**src/hw/dtsPkg.sv**
```systemverilog
//**************************************************
// shared sizes, ruler and candidate types and the
// controller state encoding for the search worker
//**************************************************
`default_nettype none

package dtsPkg;

	// set geometry
	localparam int NUM_BLOCKS = 2;
	localparam int NUM_MARKS = 3; // zero mark not counted
	localparam int MAX_MARK = 19;

	localparam int MARK_W = $clog2(MAX_MARK + 1);

	// one register per two shift levels
	localparam int SHIFT_LATENCY = (MARK_W + 1) / 2;
	// mark register, shifter, then three judging stages
	localparam int CAND_LATENCY = 1 + SHIFT_LATENCY + 3;

	typedef logic [MARK_W-1:0] markT;

	// bit m is mark m in a ruler, distance m in a spectrum
	typedef logic [MAX_MARK:0] rulerT;

	typedef rulerT [NUM_BLOCKS-1:0] blockSetT;

	typedef logic [$clog2(NUM_BLOCKS + 1)-1:0] blockCountT;

	typedef struct packed {
		rulerT natRuler;    // marks seen from zero
		rulerT revRuler;    // marks seen from the largest mark
		rulerT spectrum;    // differences of this block
		rulerT cumSpectrum; // differences of the whole set so far
		markT largestMark;
	} candT;

	typedef enum logic [2:0] {
		resetSet,
		waitBlock,
		build,
		insertBlock,
		finishSet,
		holdDone
	} ctrlStateT;

endpackage

`default_nettype wire
```
**src/hw/dtsWorker.sv**
```systemverilog
//**************************************************
// difference triangle set search worker
// generator, candidate pipeline, FSM and store
//**************************************************
`timescale 1ns/1ps
`default_nettype none

module dtsWorker #(
	parameter logic [31:0] SEED = 32'h2545f491,
	parameter int BLOCK_THRESH = 64,
	parameter int SET_THRESH = 256
) (
	input wire logic clk,
	input wire logic reset,
	input wire logic anotherOne,
	output dtsPkg::blockSetT natRuler,
	output logic done
);

	dtsPkg::markT mark;
	dtsPkg::candT active, cand;
	dtsPkg::blockCountT blockCount;
	logic markValid, candFits, flush, clearSet, insert, ready;

	markGen #(.SEED(SEED)) markGen_i (
		.clk(clk), .reset(reset), .mark(mark), .markValid(markValid)
	);

	candidateEval candidateEval_i (
		.clk(clk), .flush(flush), .mark(mark), .markValid(markValid),
		.active(active), .cand(cand), .candFits(candFits)
	);

	searchCtrl #(.BLOCK_THRESH(BLOCK_THRESH), .SET_THRESH(SET_THRESH)) searchCtrl_i (
		.clk(clk), .reset(reset), .candFits(candFits), .cand(cand), .ready(ready),
		.blockCount(blockCount), .anotherOne(anotherOne), .active(active),
		.flush(flush), .clearSet(clearSet), .insert(insert), .done(done)
	);

	dtsState dtsState_i (
		.clk(clk), .clearSet(clearSet), .insert(insert), .natRulerIn(active.natRuler),
		.natRuler(natRuler), .blockCount(blockCount), .ready(ready)
	);

endmodule

`default_nettype wire

```
**src/hw/searchCtrl.sv**
```systemverilog
//**************************************************
// search FSM: active block, mark count,
// block and set iteration counters, store control
//**************************************************
`timescale 1ns/1ps
`default_nettype none

module searchCtrl #(
	parameter int BLOCK_THRESH = 64,
	parameter int SET_THRESH = 256
) (
	input wire logic clk,
	input wire logic reset,
	input wire logic candFits,
	input wire dtsPkg::candT cand,
	input wire logic ready,
	input wire dtsPkg::blockCountT blockCount,
	input wire logic anotherOne,
	output dtsPkg::candT active,
	output logic flush,
	output logic clearSet,
	output logic insert,
	output logic done
);

	localparam int BLOCK_W = $clog2(BLOCK_THRESH + 1);
	localparam int SET_W = $clog2(SET_THRESH + 1);
	localparam int J_W = $clog2(dtsPkg::NUM_MARKS + 1);

	dtsPkg::ctrlStateT state;
	dtsPkg::rulerT blockStartCum; // set spectrum before this block
	logic [J_W-1:0] j;            // marks placed in this block
	logic [BLOCK_W-1:0] blockIters;
	logic [SET_W-1:0] setIters;

	logic startBlock, blockOut, setOut, accept, lastMark, lastBlock;

	// empty block on top of the given set spectrum
	function automatic dtsPkg::candT freshBlock(input dtsPkg::rulerT cum);
		dtsPkg::candT c;
		c.natRuler = dtsPkg::rulerT'(1); // only the zero mark
		c.revRuler = dtsPkg::rulerT'(1);
		c.spectrum = '0;
		c.cumSpectrum = cum;
		c.largestMark = '0;
		return c;
	endfunction

	assign startBlock = (state == dtsPkg::waitBlock) && ready && !clearSet;
	assign blockOut = (state == dtsPkg::build) && (blockIters == BLOCK_W'(BLOCK_THRESH));
	assign setOut = blockOut && (setIters >= SET_W'(SET_THRESH - 1));
	// verdicts seen while flush is up belong to the old block state
	assign accept = (state == dtsPkg::build) && !blockOut && candFits && !flush;
	assign lastMark = (j == J_W'(dtsPkg::NUM_MARKS - 1));
	assign lastBlock = (blockCount == dtsPkg::blockCountT'(dtsPkg::NUM_BLOCKS - 1));

	always_ff @(posedge clk) begin
		if (reset) begin
			state <= dtsPkg::resetSet;
			flush <= 1'b0;
			clearSet <= 1'b0;
			insert <= 1'b0;
			done <= 1'b0;
		end else begin
			flush <= 1'b0;
			clearSet <= 1'b0;
			insert <= 1'b0;
			case (state)
				dtsPkg::resetSet: begin
					clearSet <= 1'b1;
					flush <= 1'b1;
					state <= dtsPkg::waitBlock;
				end
				dtsPkg::waitBlock: begin
					if (startBlock) begin
						flush <= 1'b1; // new block state
						state <= dtsPkg::build;
					end
				end
				dtsPkg::build: begin
					if (setOut) begin
						state <= dtsPkg::resetSet;
					end else if (blockOut) begin
						flush <= 1'b1; // retry the same block
					end else if (accept) begin
						flush <= 1'b1;
						if (lastMark) begin
							insert <= 1'b1; // store sees the finished ruler next cycle
							state <= lastBlock ? dtsPkg::finishSet : dtsPkg::insertBlock;
						end
					end
				end
				dtsPkg::insertBlock: state <= dtsPkg::waitBlock;
				dtsPkg::finishSet: begin
					done <= 1'b1; // last ruler lands in the store on this edge
					state <= dtsPkg::holdDone;
				end
				dtsPkg::holdDone: begin
					if (anotherOne) begin
						done <= 1'b0;
						state <= dtsPkg::resetSet;
					end
				end
				default: state <= dtsPkg::resetSet;
			endcase
		end
	end

	// block registers and counters
	always_ff @(posedge clk) begin
		case (state)
			dtsPkg::resetSet: begin
				active <= freshBlock('0);
				blockStartCum <= '0;
				j <= '0;
				blockIters <= '0;
				setIters <= '0;
			end
			dtsPkg::waitBlock: begin
				if (startBlock) begin
					active <= freshBlock(active.cumSpectrum);
					blockStartCum <= active.cumSpectrum;
					j <= '0;
					blockIters <= '0;
				end
			end
			dtsPkg::build: begin
				if (blockOut) begin
					active <= freshBlock(blockStartCum); // drop only this block
					j <= '0;
					blockIters <= '0;
					setIters <= setIters + SET_W'(1);
				end else begin
					blockIters <= blockIters + BLOCK_W'(1);
					if (accept) begin
						active <= cand;
						j <= j + J_W'(1);
					end
				end
			end
			default: ;
		endcase
	end

endmodule

`default_nettype wire

```
**src/hw/dtsState.sv**
```systemverilog
//**************************************************
// store of completed block rulers
// write count and ready flag
//**************************************************
`timescale 1ns/1ps
`default_nettype none

module dtsState (
	input wire logic clk,
	input wire logic clearSet,
	input wire logic insert,
	input wire dtsPkg::rulerT natRulerIn,
	output dtsPkg::blockSetT natRuler,
	output dtsPkg::blockCountT blockCount,
	output logic ready
);

	// busy for one cycle after any write
	always_ff @(posedge clk) begin
		ready <= !(clearSet || insert);
	end

	always_ff @(posedge clk) begin
		if (clearSet) begin
			blockCount <= '0;
		end else if (insert) begin
			blockCount <= blockCount + dtsPkg::blockCountT'(1);
		end
	end

	// block rulers, slot picked by the count
	always_ff @(posedge clk) begin
		if (insert && !clearSet) begin
			natRuler[blockCount] <= natRulerIn;
		end
	end

	noOverfill: assert property (@(posedge clk)
		insert |-> blockCount < dtsPkg::NUM_BLOCKS);

endmodule

`default_nettype wire

```
**src/hw/candidateEval.sv**
```systemverilog
//**************************************************
// candidate pipeline: builds the new rulers and
// spectra for one mark and judges whether it fits
//**************************************************
`timescale 1ns/1ps
`default_nettype none

module candidateEval (
	input wire logic clk,
	input wire logic flush,
	input wire dtsPkg::markT mark,
	input wire logic markValid,
	input wire dtsPkg::candT active,
	output dtsPkg::candT cand,
	output logic candFits
);

	localparam int SL = dtsPkg::SHIFT_LATENCY;

	// stage 1
	dtsPkg::markT markQ;
	dtsPkg::markT upQ;   // mark above the largest mark
	dtsPkg::markT downQ; // mark below the largest mark
	logic extQ;
	logic validQ;

	always_ff @(posedge clk) begin
		validQ <= flush ? 1'b0 : markValid;
		markQ <= mark;
		upQ <= mark - active.largestMark;
		downQ <= active.largestMark - mark;
		extQ <= mark > active.largestMark;
	end

	// distances from the mark to the existing marks
	dtsPkg::rulerT extDist;  // ruler is extended
	dtsPkg::rulerT lowDist;  // marks below the new one
	dtsPkg::rulerT highDist; // marks above the new one
	logic extValid;
	logic lowValid;
	logic highValid;
	logic shiftValid;

	barrelShift #(.LEFT(1'b1)) extShift_i (
		.clk(clk), .flush(flush), .in(active.revRuler), .shift(upQ),
		.validIn(validQ), .out(extDist), .validOut(extValid)
	);

	barrelShift #(.LEFT(1'b0)) lowShift_i (
		.clk(clk), .flush(flush), .in(active.revRuler), .shift(downQ),
		.validIn(validQ), .out(lowDist), .validOut(lowValid)
	);

	barrelShift #(.LEFT(1'b0)) highShift_i (
		.clk(clk), .flush(flush), .in(active.natRuler), .shift(markQ),
		.validIn(validQ), .out(highDist), .validOut(highValid)
	);

	assign shiftValid = extValid & lowValid & highValid;

	// mark side data follows the shifters
	dtsPkg::markT markPipe [SL];
	dtsPkg::markT downPipe [SL];
	logic [SL-1:0] extPipe;

	always_ff @(posedge clk) begin
		markPipe[0] <= markQ;
		downPipe[0] <= downQ;
		extPipe[0] <= extQ;
		for (int s = 1; s < SL; s++) begin
			markPipe[s] <= markPipe[s-1];
			downPipe[s] <= downPipe[s-1];
			extPipe[s] <= extPipe[s-1];
		end
	end

	// stage 5: distance set, intersection, bisection
	dtsPkg::rulerT dist5, inter5, bisect5, natRuler5, revRuler5;
	dtsPkg::markT mark5, largest5;
	logic present5, valid5;

	always_ff @(posedge clk) begin
		valid5 <= flush ? 1'b0 : shiftValid;
		dist5 <= extPipe[SL-1] ? extDist : (lowDist | highDist);
		inter5 <= active.cumSpectrum & (extPipe[SL-1] ? extDist : (lowDist | highDist));
		bisect5 <= extPipe[SL-1] ? '0 : (lowDist & highDist); // equidistant marks
		natRuler5 <= active.natRuler | (dtsPkg::rulerT'(1) << markPipe[SL-1]);
		revRuler5 <= extPipe[SL-1] ? (extDist | dtsPkg::rulerT'(1)) :
			(active.revRuler | (dtsPkg::rulerT'(1) << downPipe[SL-1]));
		largest5 <= extPipe[SL-1] ? markPipe[SL-1] : active.largestMark;
		present5 <= active.natRuler[markPipe[SL-1]];
		mark5 <= markPipe[SL-1];
	end

	// stage 6: reductions and new spectra
	dtsPkg::rulerT natRuler6, revRuler6, spectrum6, cum6;
	dtsPkg::markT largest6;
	logic interAny6, bisectAny6, ok6, valid6;

	always_ff @(posedge clk) begin
		valid6 <= flush ? 1'b0 : valid5;
		interAny6 <= |inter5;
		bisectAny6 <= |bisect5;
		// distance to zero is the largest, if it is there nothing fell off
		ok6 <= !present5 && dist5[mark5];
		spectrum6 <= active.spectrum | dist5;
		cum6 <= active.cumSpectrum | dist5;
		natRuler6 <= natRuler5;
		revRuler6 <= revRuler5;
		largest6 <= largest5;
	end

	// stage 7: verdict
	always_ff @(posedge clk) begin
		candFits <= flush ? 1'b0 : (valid6 && ok6 && !interAny6 && !bisectAny6);
		cand.natRuler <= natRuler6;
		cand.revRuler <= revRuler6;
		cand.spectrum <= spectrum6;
		cand.cumSpectrum <= cum6;
		cand.largestMark <= largest6;
	end

	// nothing from before a flush may come out the far end
	noStaleFit: assert property (@(posedge clk)
		flush |=> !candFits [*dtsPkg::CAND_LATENCY]);

endmodule

`default_nettype wire

```
**src/hw/barrelShift.sv**
```systemverilog
//**************************************************
// pipelined log shifter for ruler bit sets
// one register after every two shift levels
//**************************************************
`timescale 1ns/1ps
`default_nettype none

module barrelShift #(
	parameter bit LEFT = 1'b1 // 0 shifts right
) (
	input wire logic clk,
	input wire logic flush,
	input wire dtsPkg::rulerT in,
	input wire dtsPkg::markT shift,
	input wire logic validIn,
	output dtsPkg::rulerT out,
	output logic validOut
);

	localparam int STAGES = dtsPkg::SHIFT_LATENCY;

	wire dtsPkg::rulerT stageData [STAGES+1];
	wire dtsPkg::markT stageShift [STAGES+1];
	wire [STAGES:0] stageValid;

	assign stageData[0] = in;
	assign stageShift[0] = shift;
	assign stageValid[0] = validIn;

	for (genvar s = 0; s < STAGES; s++) begin : level
		dtsPkg::rulerT shifted;
		dtsPkg::rulerT dataQ;
		dtsPkg::markT shiftQ;
		logic validQ;

		// levels 2s and 2s+1, the last stage may hold only one
		always_comb begin
			shifted = stageData[s];
			for (int l = 2 * s; l < 2 * s + 2; l++) begin
				if (l < dtsPkg::MARK_W) begin
					if (stageShift[s][l]) begin
						shifted = LEFT ? (shifted << (1 << l)) : (shifted >> (1 << l));
					end
				end
			end
		end

		always_ff @(posedge clk) begin
			dataQ <= shifted;
			shiftQ <= stageShift[s];
			validQ <= flush ? 1'b0 : stageValid[s];
		end

		assign stageData[s+1] = dataQ;
		assign stageShift[s+1] = shiftQ;
		assign stageValid[s+1] = validQ;
	end

	assign out = stageData[STAGES];
	assign validOut = stageValid[STAGES];

endmodule

`default_nettype wire

```
**src/hw/markGen.sv**
```systemverilog
//**************************************************
// xorshift mark source, one mark in 1..MAX_MARK
// per cycle, never stalled
//**************************************************
`timescale 1ns/1ps
`default_nettype none

module markGen #(
	parameter logic [31:0] SEED = 32'h2545f491 // must be nonzero
) (
	input wire logic clk,
	input wire logic reset,
	output dtsPkg::markT mark,
	output logic markValid
);

	logic [31:0] xs;
	logic [31:0] xsNext;

	// classic 13/17/5 xorshift step
	always_comb begin
		xsNext = xs ^ (xs << 13);
		xsNext = xsNext ^ (xsNext >> 17);
		xsNext = xsNext ^ (xsNext << 5);
	end

	always_ff @(posedge clk) begin
		if (reset) begin
			xs <= SEED;
			markValid <= 1'b0;
		end else begin
			xs <= xsNext;
			markValid <= 1'b1; // first mark after one step
		end
	end

	// fold into 0..MAX_MARK-1 and skip zero
	always_ff @(posedge clk) begin
		mark <= dtsPkg::markT'(xs % 32'(dtsPkg::MAX_MARK)) + dtsPkg::markT'(1);
	end

	markRange: assert property (@(posedge clk) disable iff (reset)
		markValid |-> (mark != '0) && (mark <= dtsPkg::MAX_MARK));

endmodule

`default_nettype wire

```
**config.mk**
```make
export PLATFORM = sky130hd
export DESIGN_NAME = dtsWorker
export DESIGN_NICKNAME = d
export VERILOG_FILES = /design/src/hw/dtsPkg.sv /design/src/hw/dtsWorker.sv /design/src/hw/searchCtrl.sv /design/src/hw/dtsState.sv /design/src/hw/candidateEval.sv /design/src/hw/barrelShift.sv /design/src/hw/markGen.sv
export SDC_FILE = /design/constraint.sdc
export NUM_CORES = 1
export LEC_CHECK = 0
export BUFFER_PORTS_ARGS = -buffer_cell sky130_fd_sc_hd__buf_2
export CAP_MARGIN = 0
export CORE_ASPECT_RATIO = 1.2
export CORE_MARGIN = 2
export CORE_UTILIZATION = 35
export CTS_CLUSTER_DIAMETER = 50
export DETAILED_ROUTE_END_ITERATION = 8
export GPL_TIMING_DRIVEN = 0
export REMOVE_ABC_BUFFERS = 1
export SLEW_MARGIN = 20
export SYNTH_ARGS = -nofsm -noshare
export SYNTH_HDL_FRONTEND = slang
export SYNTH_SLANG_ARGS = --single-unit
```
**constraint.sdc**
```tcl
create_clock -name clk -period 17.3 [get_ports clk]
set_input_delay 1.73 -clock clk [delete_from_list [all_inputs] [get_ports clk]]
set_output_delay 1.73 -clock clk [all_outputs]
set_load 0.05 [all_outputs]
```
==> metrics.yaml, run 1 <==
cts_tree: "done"
synth_top_flop_cell: "sky130_fd_sc_hd__dfxtp_1"
drive_gt1_share_pct: 25.30
final_hold_viol_count: 0
fp.dieW_um: 268.3
routed_wire_length_per_instance_um: 17.74
grt_pass1_wl_um: 113300
first_global_vias: 20760
floorplan.io_pins: 44
crit_fanout: 11
firstDrtPassIters: 5
synthAdderAreaFrac_pct: 1.292
run_status: "finished with violations"
yosys.area_share.simple_pct: 16.34
syn-instance-count: 2753
crit_path_end_kind: "flop"
tritoncts_buffer_count: 66
initial_antenna_violation_count: 0
routed_via_density: 5.241
detailroute.via_count: 21370
avgSynthCellArea_um2: 10.66
cp_data_required_time_ns: 17.76
dp_hpwl_um: 47880
worst_skew_late_latency_ns: 0.60
layout_min_cycle_time_ns: 18.48
worstMarginPinSlew_ns: 1.113
main_combinational_cell_family_by_area_after_synthesis: "simple AND/OR/NAND/NOR gates"
drt-total-wl_um: 72330
layout-area-overhead-vs-synth_pct: 21.90
filler_cell_count: 7689
final.hold.worst_slack_ns: 0.3199
floorplan.initialDensity_pct: 35.28
diodes: 0
slew_viol_final: 0
cts_sinks: 674
setup.worst_path.class: "flop to flop"
synth_cell_types: 132
cts-htree-levels: 3
yosys_register_bits: 674
num_rows: 116
synth_async_sr_flop_share_pct: 0
portion_of_netlist_area_occupied_by_mux_cells_pct: 9.468
core_area_um2: 83160
report.final.setup_viol: 5
grt_overflow: 0
ys.warnings.count: 0
compound_gate_portion_of_the_synthesized_area_pct: 14.85
max_slew_headroom_at_the_worst_pin_pct: 25.71
grt_max_degree: 79
worst_clock_skew_ns: 0.03052
detail_route.drc_violations: 0
rsz0062_at_grt: "true"
global_route.usage.total_pct: 16.41
post_synth_xor_area_fraction_pct: 4.090
drt_first_iter_violations: 1194
cts_buffer_depth: 3
drtAntennaViolNets: 0
r2r_cells: 79
die_height_um: 321.2
worst_slack_ns: -1.184
hold_depth: 0
synth_seq_area_share_pct: 50.87
crit_top_cell: "sky130_fd_sc_hd__buf_6"
mappedNetlistArea_um2: 29340
placement.io_buffers: 43
worstHoldPathType: "flop to flop"
die_area_um2: 86160
clk_pin_slew_worst_paths_ns: 0.06
min_period_over_period_pct: 106.8
critPathArrivalTime_ns: 18.95
critical_path.startpoint_type: "flop"
num-nets-final: 2930
max_stage_delay_ns: 0.47
timing.max_cap.violations: 0
crit_path_top_delay_cell: "sky130_fd_sc_hd__or4_1"
synth_enable_flop_cells: 143
fmaxAchievable_mhz: 54.10
clock-root-buffer: "sky130_fd_sc_hd__clkbuf_16"
violations_in_the_final_reports: "setup timing"
gp_congestion: 0.8412
==> area by class of cell <==
type	count	area [um2]	area share, %
sequential	674	14960	41.83
tap	1121	1403	3.922
multi-input combinational	1861	15120	42.27
clock buffer	89	1883	5.266
clock inverter	29	309.0	0.8642
timing repair buffer	230	1813	5.070
inverter	73	279.0	0.7802
==> path summary, 6_finish.rpt <==
kind,start,to,slack (ns)
worst max-delay path,markGen_i.xs[27]$_SDFF_PP0_,markGen_i.mark[4]$_DFF_P_,-1.18
worst min-delay path,candidateEval_i.cum6[4]$_DFF_P_,candidateEval_i.cand[9]$_DFF_P_,0.32
worst max register to register,markGen_i.xs[27]$_SDFF_PP0_,markGen_i.mark[4]$_DFF_P_,-1.18
worst min register to register,candidateEval_i.cum6[4]$_DFF_P_,candidateEval_i.cand[9]$_DFF_P_,0.32
==> registers in the layout, summed over array words and instances (netlist names), 32 cells and up <==
signal and count:
candidateEval_i.lowShift_i.level.dataQ 40, candidateEval_i.cand 65, candidateEval_i.highShift_i.level.dataQ 40, searchCtrl_i.active 65, dtsState_i.natRuler 40, markGen_i.xs 32
candidateEval_i.extShift_i.level.dataQ 40
==> cells by family after synthesis <==
group	count (synthesis)
AOI/OAI and AO/OA	583
xor gates and xnor gates	131
adders and majority gates	31
buffers and inverters	219
DFF	674
muxes	177
and+or+nand+nor	938
==> repair_timing <==
| item | in CTS | in global routing |
|---|---|---|
| pin swaps | 82 | 48 |
| hold buffers | 0 | 0 |
| resized for setup | 224 | 84 |
| setup endpoints to repair | 5 | 5 |
| buffers inserted | 126 | 44 |
| cloned | 1 | 0 |
==> through the flow <==
step	util (%)	worst slack (ns)	instance area [um2]	setup TNS [ns]	instances
6_report	43.00	-1.184	35760	-4.745	4077
5_1_grt	43.00	-2.002	35760	-8.631	4077
3_3_place_gp	36.46	-5.032	30320	-23.83	3771
2_1_floorplan	-	-1.818	28710	-7.823	2607
3_5_place_dp	36.77	-5.082	30580	-24.10	3788
4_1_cts	42.02	-0.8317	34940	-2.967	4032
==> cell usage after synthesis (26+ instances only) <==
cell type | n | area (um2)
sky130_fd_sc_hd__nand3_1 | 41 | 205.2
sky130_fd_sc_hd__a21o_1 | 30 | 225.2
sky130_fd_sc_hd__o21ai_0 | 70 | 350.3
sky130_fd_sc_hd__nor3_1 | 72 | 360.4
sky130_fd_sc_hd__inv_1 | 67 | 251.5
sky130_fd_sc_hd__or2_2 | 29 | 181.4
sky130_fd_sc_hd__and3_1 | 64 | 400.4
sky130_fd_sc_hd__a211oi_1 | 50 | 375.4
sky130_fd_sc_hd__nor2_1 | 226 | 848.3
sky130_fd_sc_hd__dfxtp_1 | 531 | 10630
sky130_fd_sc_hd__clkbuf_1 | 84 | 315.3
sky130_fd_sc_hd__buf_1 | 31 | 116.4
sky130_fd_sc_hd__o211ai_1 | 26 | 195.2
sky130_fd_sc_hd__xnor2_1 | 107 | 937.2
sky130_fd_sc_hd__nor2b_1 | 106 | 663.1
sky130_fd_sc_hd__and2_1 | 72 | 450.4
sky130_fd_sc_hd__edfxtp_1 | 143 | 4294
sky130_fd_sc_hd__mux4_2 | 75 | 1689
sky130_fd_sc_hd__a21oi_1 | 118 | 590.6
sky130_fd_sc_hd__mux2i_1 | 67 | 670.6
sky130_fd_sc_hd__nand2_1 | 202 | 758.2
==> placed cells by master, fill, tap and decap left out, types with 43 or more instances in the layout <==
cell type                   instances
sky130_fd_sc_hd__and2_1            68
sky130_fd_sc_hd__mux4_2            75
sky130_fd_sc_hd__a21oi_1          102
sky130_fd_sc_hd__clkbuf_16         70
sky130_fd_sc_hd__nor2b_1          103
sky130_fd_sc_hd__nor2_1           215
sky130_fd_sc_hd__buf_4            156
sky130_fd_sc_hd__edfxtp_1         143
sky130_fd_sc_hd__nor3_1            67
sky130_fd_sc_hd__and3_1            60
sky130_fd_sc_hd__xnor2_1           93
sky130_fd_sc_hd__buf_2             43
sky130_fd_sc_hd__nand2_1          193
sky130_fd_sc_hd__dfxtp_1          520
sky130_fd_sc_hd__inv_1             65
sky130_fd_sc_hd__mux2i_1           54
sky130_fd_sc_hd__o21ai_0           66
==> worst max-delay path, delay by kind of cell, from the launching register on <==
| kind | cells | cell delay, ns |
|---|---|---|
| muxes | 5 | 1.23 |
| xor gates and xnor gates | 5 | 0.98 |
| AOI/OAI and AO/OA | 35 | 8.34 |
| adders and majority gates | 5 | 1.36 |
| buffers and inverters | 11 | 1.51 |
| and+or+nand+nor | 18 | 4.47 |
| DFF | 1 | 0.37 |
==> routing by layer <==
layer | up-vias | global-route usage [%] | part of all wire (%)
li1 | 10300 | - | -
met1 | 10530 | 20.29 | 43
met2 | 413 | 30.08 | 52
met3 | 127 | 1.386 | 2.9
met4 | 0 | 4.916 | 2.5
met5 | - | 0 | 0
Power of run 1 is left out: the tool's default activity adds up to more than one toggle a clock period on the data nets, which glitch-free logic cannot reach.
==> inputs of run 2 (changes only) <==
--- a/config.mk
+++ b/config.mk
@@ -5,11 +5,12 @@
 export SDC_FILE = /design/constraint.sdc
 export NUM_CORES = 1
 export LEC_CHECK = 0
+export ABC_AREA = 1
 export BUFFER_PORTS_ARGS = -buffer_cell sky130_fd_sc_hd__buf_2
 export CAP_MARGIN = 0
 export CORE_ASPECT_RATIO = 1.2
 export CORE_MARGIN = 2
-export CORE_UTILIZATION = 35
+export CORE_UTILIZATION = 45
 export CTS_CLUSTER_DIAMETER = 50
 export DETAILED_ROUTE_END_ITERATION = 8
 export GPL_TIMING_DRIVEN = 0
==> run 2 against run 1 <==
The run now ends clean; final area is 14% lower; synthesized cell count is 12% higher; die area is 27% lower; first-iteration DRC count is 0.59% lower; hold slack worse by 0.0039 ns; clock skew is 0.00094 ns lower; clock-buffer cell count is 10 higher; final cell count is 2.1% lower; routed wire length is 19% lower; utilization is 8.6 points higher; via count is 8.4% lower; highest routed layer unchanged.
==> metrics.yaml, run 2 <==
num-nets-final: 3159  # +7.8%
detailroute.via_count: 19570  # -8.4%
synth_top_flop_cell: "sky130_fd_sc_hd__dfxtp_1"
crit_path_end_kind: "flop"
filler_cell_count: 5486  # -29%
firstDrtPassIters: 6  # +1
setup_tns_ns: 0  # +4.745 ns
num_rows: 98  # -16%
die_height_um: 273.5  # -15%
post_layout_nonfiller_instances: 3991  # -2.1%
gp_congestion: 0.8795  # +4.6%
synth_seq_area_share_pct: 54.80  # +3.9 points
worstHoldPathType: "flop to flop"
mappedNetlistArea_um2: 27230  # -7.2%
tritoncts_buffer_count: 69  # +4.5%
yosysMostFrequentCell: "sky130_fd_sc_hd__nand2_1"
portion_of_netlist_area_occupied_by_mux_cells_pct: 1.268  # -8.2 points
placement.io_buffers: 43  # unchanged
main_combinational_cell_family_by_area_after_synthesis: "simple AND/OR/NAND/NOR gates"
grt_pass1_wl_um: 95400  # -16%
grt_overflow: 0  # unchanged
worst-r2r-setup-slack_ns: 1.66  # +2.84 ns
dr.max_layer_used: "met4"
hold_depth: 0  # unchanged
yosys.area_share.simple_pct: 24.46  # +8.1 points
final_cell_mix: "sky130_fd_sc_hd__nand2_1, sky130_fd_sc_hd__dfxtp_1, sky130_fd_sc_hd__inv_1, sky130_fd_sc_hd__nor2_1, sky130_fd_sc_hd__nand3_1"
syn-instance-count: 3085  # +12%
crit_path_top_delay_cell: "sky130_fd_sc_hd__dfxtp_4"
total_met2_wirelength_after_detailed_routing_um: 29510  # -22%
floorplan.initialDensity_pct: 45.60  # +10 points
avgSynthCellArea_um2: 8.827  # -17%
slew_viol_final: 0  # unchanged
min_to: "candidateEval_i.cand[4]$_DFF_P_"
post-synth-top-area-fraction_pct: 39.04  # +2.8 points
report.final.setup_viol: 0  # -5
r2r_cells: 154  # +95%
worst_skew_late_latency_ns: 0.61  # about the same
cts_buffer_depth: 3  # unchanged
timing.max_cap.violations: 0  # unchanged
cts_sinks: 674  # unchanged
fp.dieW_um: 228.6  # -15%
layout_min_cycle_time_ns: 15.64  # -2.845 ns
detail_route.drc_violations: 0  # unchanged
netlist.top_cell.by_area: "sky130_fd_sc_hd__dfxtp_1"
die_area_um2: 62510  # -27%
holdBufCountCts: 0  # unchanged
min_period_over_period_pct: 90.40  # -16 points
synthAdderAreaFrac_pct: 1.020  # -0.27 points
cp_data_required_time_ns: 17.78  # +0.02 ns
grt_max_degree: 56  # -29%
worst_clock_skew_ns: 0.02958  # -0.0009415 ns
critical_path.startpoint_type: "flop"
final_hold_viol_count: 0  # unchanged
leading_registers_by_flop_count: "candidateEval_i.cand x65, searchCtrl_i.active x65"
critPathArrivalTime_ns: 16.12  # -2.83 ns
cts-htree-levels: 3  # unchanged
place_inst: 3853  # +1.7%
synth_enable_flop_cells: 143  # unchanged
max_stage_delay_ns: 0.38  # -0.09 ns
drtAntennaViolNets: 0  # unchanged
holdCritStartpoint: "candidateEval_i.largest6[4]$_DFF_P_"
routed_wire_length_per_instance_um: 14.76  # -17%
setup.worst_path.class: "flop to flop"
routed_via_density: 4.905  # -6.4%
final_common_cell: "sky130_fd_sc_hd__nand2_1"
ff_latch_area_um2: 14930  # -0.16%
dp_hpwl_um: 43280  # -9.6%
crit_top_cell: "sky130_fd_sc_hd__nand2_2"
post_synth_main_area_contributors: "sky130_fd_sc_hd__dfxtp_1, sky130_fd_sc_hd__edfxtp_1, sky130_fd_sc_hd__nand2_1, sky130_fd_sc_hd__inv_1, sky130_fd_sc_hd__nor2_1"
run_status: "finished, final reports clean"
cts_tree: "done"
post_synth_xor_area_fraction_pct: 2.247  # -1.8 points
compound_gate_portion_of_the_synthesized_area_pct: 8.964  # -5.9 points
max_slew_headroom_at_the_worst_pin_pct: 34.83  # +9.1 points
worstMarginPinSlew_ns: 0.9762  # -0.1366 ns
yosys_register_bits: 674  # unchanged
floorplan.io_pins: 44  # unchanged
synth_cell_types: 59  # -55%
initial_antenna_violation_count: 1  # +1
fmaxAchievable_mhz: 63.94  # +18%
global_route.usage.total_pct: 18.84  # +2.4 points
m1WireLength_um: 25480  # -17%
layout-area-overhead-vs-synth_pct: 13.22
crit_fanout: 7  # -4
first_global_vias: 19130  # -7.9%
core_area_um2: 59710  # -28%
worstReg2RegEnd: "markGen_i.mark[4]$_DFF_P_"
clock-root-buffer: "sky130_fd_sc_hd__clkbuf_16"
wl_met3_um: 2324  # +9.7%
drt-total-wl_um: 58910  # -19%
clk_pin_slew_worst_paths_ns: 0.06  # about the same
synth_async_sr_flop_share_pct: 0  # unchanged
ys_top_cells_by_count: "sky130_fd_sc_hd__nand2_1, sky130_fd_sc_hd__dfxtp_1, sky130_fd_sc_hd__inv_1"
ys.warnings.count: 0  # unchanged
multi_input_area_um2: 10590  # -30%
drt_first_iter_violations: 1187  # -0.59%
worst_r2r_startpoint: "markGen_i.xs[27]$_SDFF_PP0_"
drive_gt1_share_pct: 16.61  # -8.7 points
==> run 2: final cells by class <==
type / count / area share [%]
tap: 800 / 3.246
clock inverter: 27 / 0.8603
antenna: 1 / 0.008116
clock buffer: 99 / 6.538
timing repair buffer: 57 / 1.185
sequential: 674 / 48.44
multi-input combinational: 1902 / 34.34
inverter: 431 / 5.389
==> run 2: per-stage QoR <==
step | setup slack, ns | util [%] | cell area, um2 | hold WS [ns]
after global routing | -0.05903 | 51.63 | 30830 | 0.3281
after detailed placement | 1.128 | 47.27 | 28230 | 0.3121
after floorplan | 3.380 | - | 26920 | 0.3096
after CTS | 1.096 | 51.09 | 30510 | 0.3195
after global placement | 1.758 | 47.11 | 28130 | 0.3096
final | 1.661 | 51.63 | 30830 | 0.3160
==> run 2: worst max-delay path by stage <==
stage / start / slack [ns] / to
finish: markGen_i.xs[27]$_SDFF_PP0_ / 1.66 / markGen_i.mark[4]$_DFF_P_
global route: markGen_i.xs[27]$_SDFF_PP0_ / -0.06 / markGen_i.mark[4]$_DFF_P_
CTS: markGen_i.xs[27]$_SDFF_PP0_ / 1.10 / markGen_i.mark[2]$_DFF_P_
detailed placement: markGen_i.xs[27]$_SDFF_PP0_ / 1.13 / markGen_i.mark[2]$_DFF_P_
global placement: markGen_i.xs[27]$_SDFF_PP0_ / 1.76 / markGen_i.mark[2]$_DFF_P_
floorplan: markGen_i.xs[27]$_SDFF_PP0_ / 3.38 / markGen_i.mark[2]$_DFF_P_
==> run 2: critical path, delay by kind of cell, from the launching register on <==
family | cells | cell delay, ns
simple gates | 136 | 13.15
fa+ha+maj | 3 | 0.54
flops | 1 | 0.38
buf+inv | 13 | 1.00
compound gates | 2 | 0.43
==> run 2: cells by family after synthesis <==
| group | Yosys count |
|---|---|
| AND/OR/NAND/NOR | 1356 |
| buffers and inverters | 509 |
| AO/OA/AOI/OAI | 422 |
| multiplexers | 34 |
| adder cells (fa/ha/maj) | 21 |
| flip-flops | 674 |
| XOR/XNOR | 69 |
==> run 2: layer usage <==
metal  vias up  GRT usage [%]
met1      9052          22.81
met2       387          34.26
met3       106          2.563
met4         0          6.570
met5         -              0
li1      10030              -
==> run 2: what timing repair did <==
item / in CTS / in global routing
hold endpoints to repair: 0 / 0
resized for setup: 0 / 61
buffers inserted: 0 / 11
setup endpoints to repair: 0 / 5
Power of run 2 is left out for the same reason.
==> inputs of run 3 (changes only) <==
--- a/config.mk
+++ b/config.mk
@@ -14,6 +14,7 @@
 export CTS_CLUSTER_DIAMETER = 50
 export DETAILED_ROUTE_END_ITERATION = 8
 export GPL_TIMING_DRIVEN = 0
+export PLACE_DENSITY_LB_ADDON = 0.08
 export REMOVE_ABC_BUFFERS = 1
 export SLEW_MARGIN = 20
 export SYNTH_ARGS = -nofsm -noshare
==> run 3 against run 2 <==
Clock skew shrank 0.0046 ns; routed wire length grew 1.8%; setup slack lost 0.032 ns; sequential share of layout area shrank 0.38 points; final cell count grew 0.28%; first-iteration DRC count shrank 17%; final area grew 0.80%; via count shrank 0.75%.
==> metrics.yaml, run 3 (synthesized netlist as in run 2, its figures left out) <==
detail_route.drc_violations: 0  # unchanged
first_global_vias: 18990  # -0.74%
gp_congestion: 0.8707  # -1.0%
max_stage_delay_ns: 0.37  # about the same
drive_gt1_share_pct: 17.03  # +0.41 points
cts_tree: "done"
global_route.usage.total_pct: 19.21  # +0.37 points
leading_registers_by_flop_count: "candidateEval_i.cand x65, searchCtrl_i.active x65"
ff_latch_area_um2: 14940  # about the same
layout-area-overhead-vs-synth_pct: 14.12
floorplan.io_pins: 44  # unchanged
min_period_over_period_pct: 90.59  # +0.19 points
fp.dieW_um: 228.6  # unchanged
crit_top_cell: "sky130_fd_sc_hd__nand2_2"
max_slew_headroom_at_the_worst_pin_pct: 32.32  # -2.5 points
dp_hpwl_um: 43900  # +1.4%
drt_first_iter_violations: 987  # -17%
worst_skew_late_latency_ns: 0.61  # about the same
clk_pin_slew_worst_paths_ns: 0.06  # about the same
run_status: "finished, final reports clean"
routed_wire_length_per_instance_um: 14.99  # +1.5%
grt_max_degree: 57  # +1.8%
report.final.setup_viol: 0  # unchanged
placed_area_um2: 28200  # about the same
layout_min_cycle_time_ns: 15.67  # +0.03217 ns
num_rows: 98  # unchanged
die_area_um2: 62510  # unchanged
crit_path_end_kind: "flop"
routed_via_density: 4.855  # -1.0%
final_hold_viol_count: 0  # unchanged
filler_cell_count: 5559  # +1.3%
layout.cell_area.non_filler_um2: 31080  # +0.80%
floorplan.initialDensity_pct: 45.60  # unchanged
cp_data_required_time_ns: 17.79  # about the same
worstHoldPathType: "flop to flop"
fmaxAchievable_mhz: 63.81  # -0.21%
core_area_um2: 59710  # unchanged
final_common_cell: "sky130_fd_sc_hd__nand2_1"
drt-total-wl_um: 59980  # +1.8%
critPathTopFamily: "simple AND/OR/NAND/NOR gates"
num-nets-final: 3167  # +0.25%
cts-htree-levels: 3  # unchanged
setup.worst_path.class: "flop to flop"
grt_pass1_wl_um: 96140  # +0.77%
worst_clock_skew_ns: 0.02501  # -0.004572 ns
crit_path_top_delay_cell: "sky130_fd_sc_hd__dfxtp_4"
crit_fanout: 7  # unchanged
initial_antenna_violation_count: 2  # +1
fin_util_pct: 52.04  # +0.41 points
worstMarginPinSlew_ns: 1.014  # +0.03760 ns
worst-r2r-setup-slack_ns: 1.63  # -0.03 ns
cts_sinks: 674  # unchanged
slew_viol_final: 0  # unchanged
multi_input_area_um2: 10640  # +0.46%
cts_buffer_depth: 3  # unchanged
critical_path.startpoint_type: "flop"
drtAntennaViolNets: 0  # unchanged
placement.io_buffers: 43  # unchanged
firstDrtPassIters: 5  # -1
detailroute.via_count: 19430  # -0.75%
critical_path.n_buffers_inverters: 15  # +2
tritoncts_buffer_count: 73  # +5.8%
critPathArrivalTime_ns: 16.16  # +0.04 ns
die_height_um: 273.5  # unchanged
clock-root-buffer: "sky130_fd_sc_hd__clkbuf_16"
final_cell_mix: "sky130_fd_sc_hd__nand2_1, sky130_fd_sc_hd__dfxtp_1, sky130_fd_sc_hd__inv_1, sky130_fd_sc_hd__nor2_1, sky130_fd_sc_hd__nand3_1"
timing.max_cap.violations: 0  # unchanged
grt_overflow: 0  # unchanged
## run 3: cell types whose count changed in the layout (fill, tap and decap cells not counted), sizes merged
cell,change
clkinv,+2
bufinv,+1
clkbuf,+8
buf,+4
clkinvlp,-2
inv,-2
## run 3: metrics by stage
stage | setup WS (ns) | instances | hold slack [ns] | setup TNS (ns)
3_5_place_dp | 1.110 | 3852 | 0.3121 | 0
5_1_grt | -0.1051 | 4002 | 0.3082 | -0.1833
6_report | 1.629 | 4002 | 0.3121 | 0
3_3_place_gp | 1.571 | 3850 | 0.3097 | 0
4_1_cts | 1.023 | 3985 | 0.3076 | 0
2_1_floorplan | 3.380 | 3007 | 0.3096 | 0
## run 3: routing by layer
layer  vias up  routed length [um]  track usage (%)  share of wire, %
met5         -                   0                0                 0
met4         0                1852            7.430               3.1
met3        93                2004            2.948               3.3
met2       278               29950            34.61                50
met1      9031               26180            23.02                44
li1      10030                   -                -                 -
## run 3: final timing paths
kind / startpoint / end / cells past startpoint
min: candidateEval_i.cum6[13]$_DFF_P_ / candidateEval_i.cand[18]$_DFF_P_ / 0
max reg2reg: markGen_i.xs[27]$_SDFF_PP0_ / markGen_i.mark[2]$_DFF_P_ / 154
min reg2reg: candidateEval_i.cum6[13]$_DFF_P_ / candidateEval_i.cand[18]$_DFF_P_ / 0
max: markGen_i.xs[27]$_SDFF_PP0_ / markGen_i.mark[2]$_DFF_P_ / 154
## run 3: final cells by class
class	instances	area share (%)
repair buffers	61	1.208
diodes	1	0.008052
multi-input cells	1902	34.22
clock inverters	26	1.015
well taps	800	3.221
clock buffers	107	6.921
inverters	431	5.346
flip-flops and latches	674	48.06
## run 3: timing repair
item                                    in CTS  in global routing
endpoints found under the setup margin       0                  5
gates resized for setup                      0                 67
setup buffers                                0                 16
hold buffers                                 0                  0
Power of run 3 is left out for the same reason.
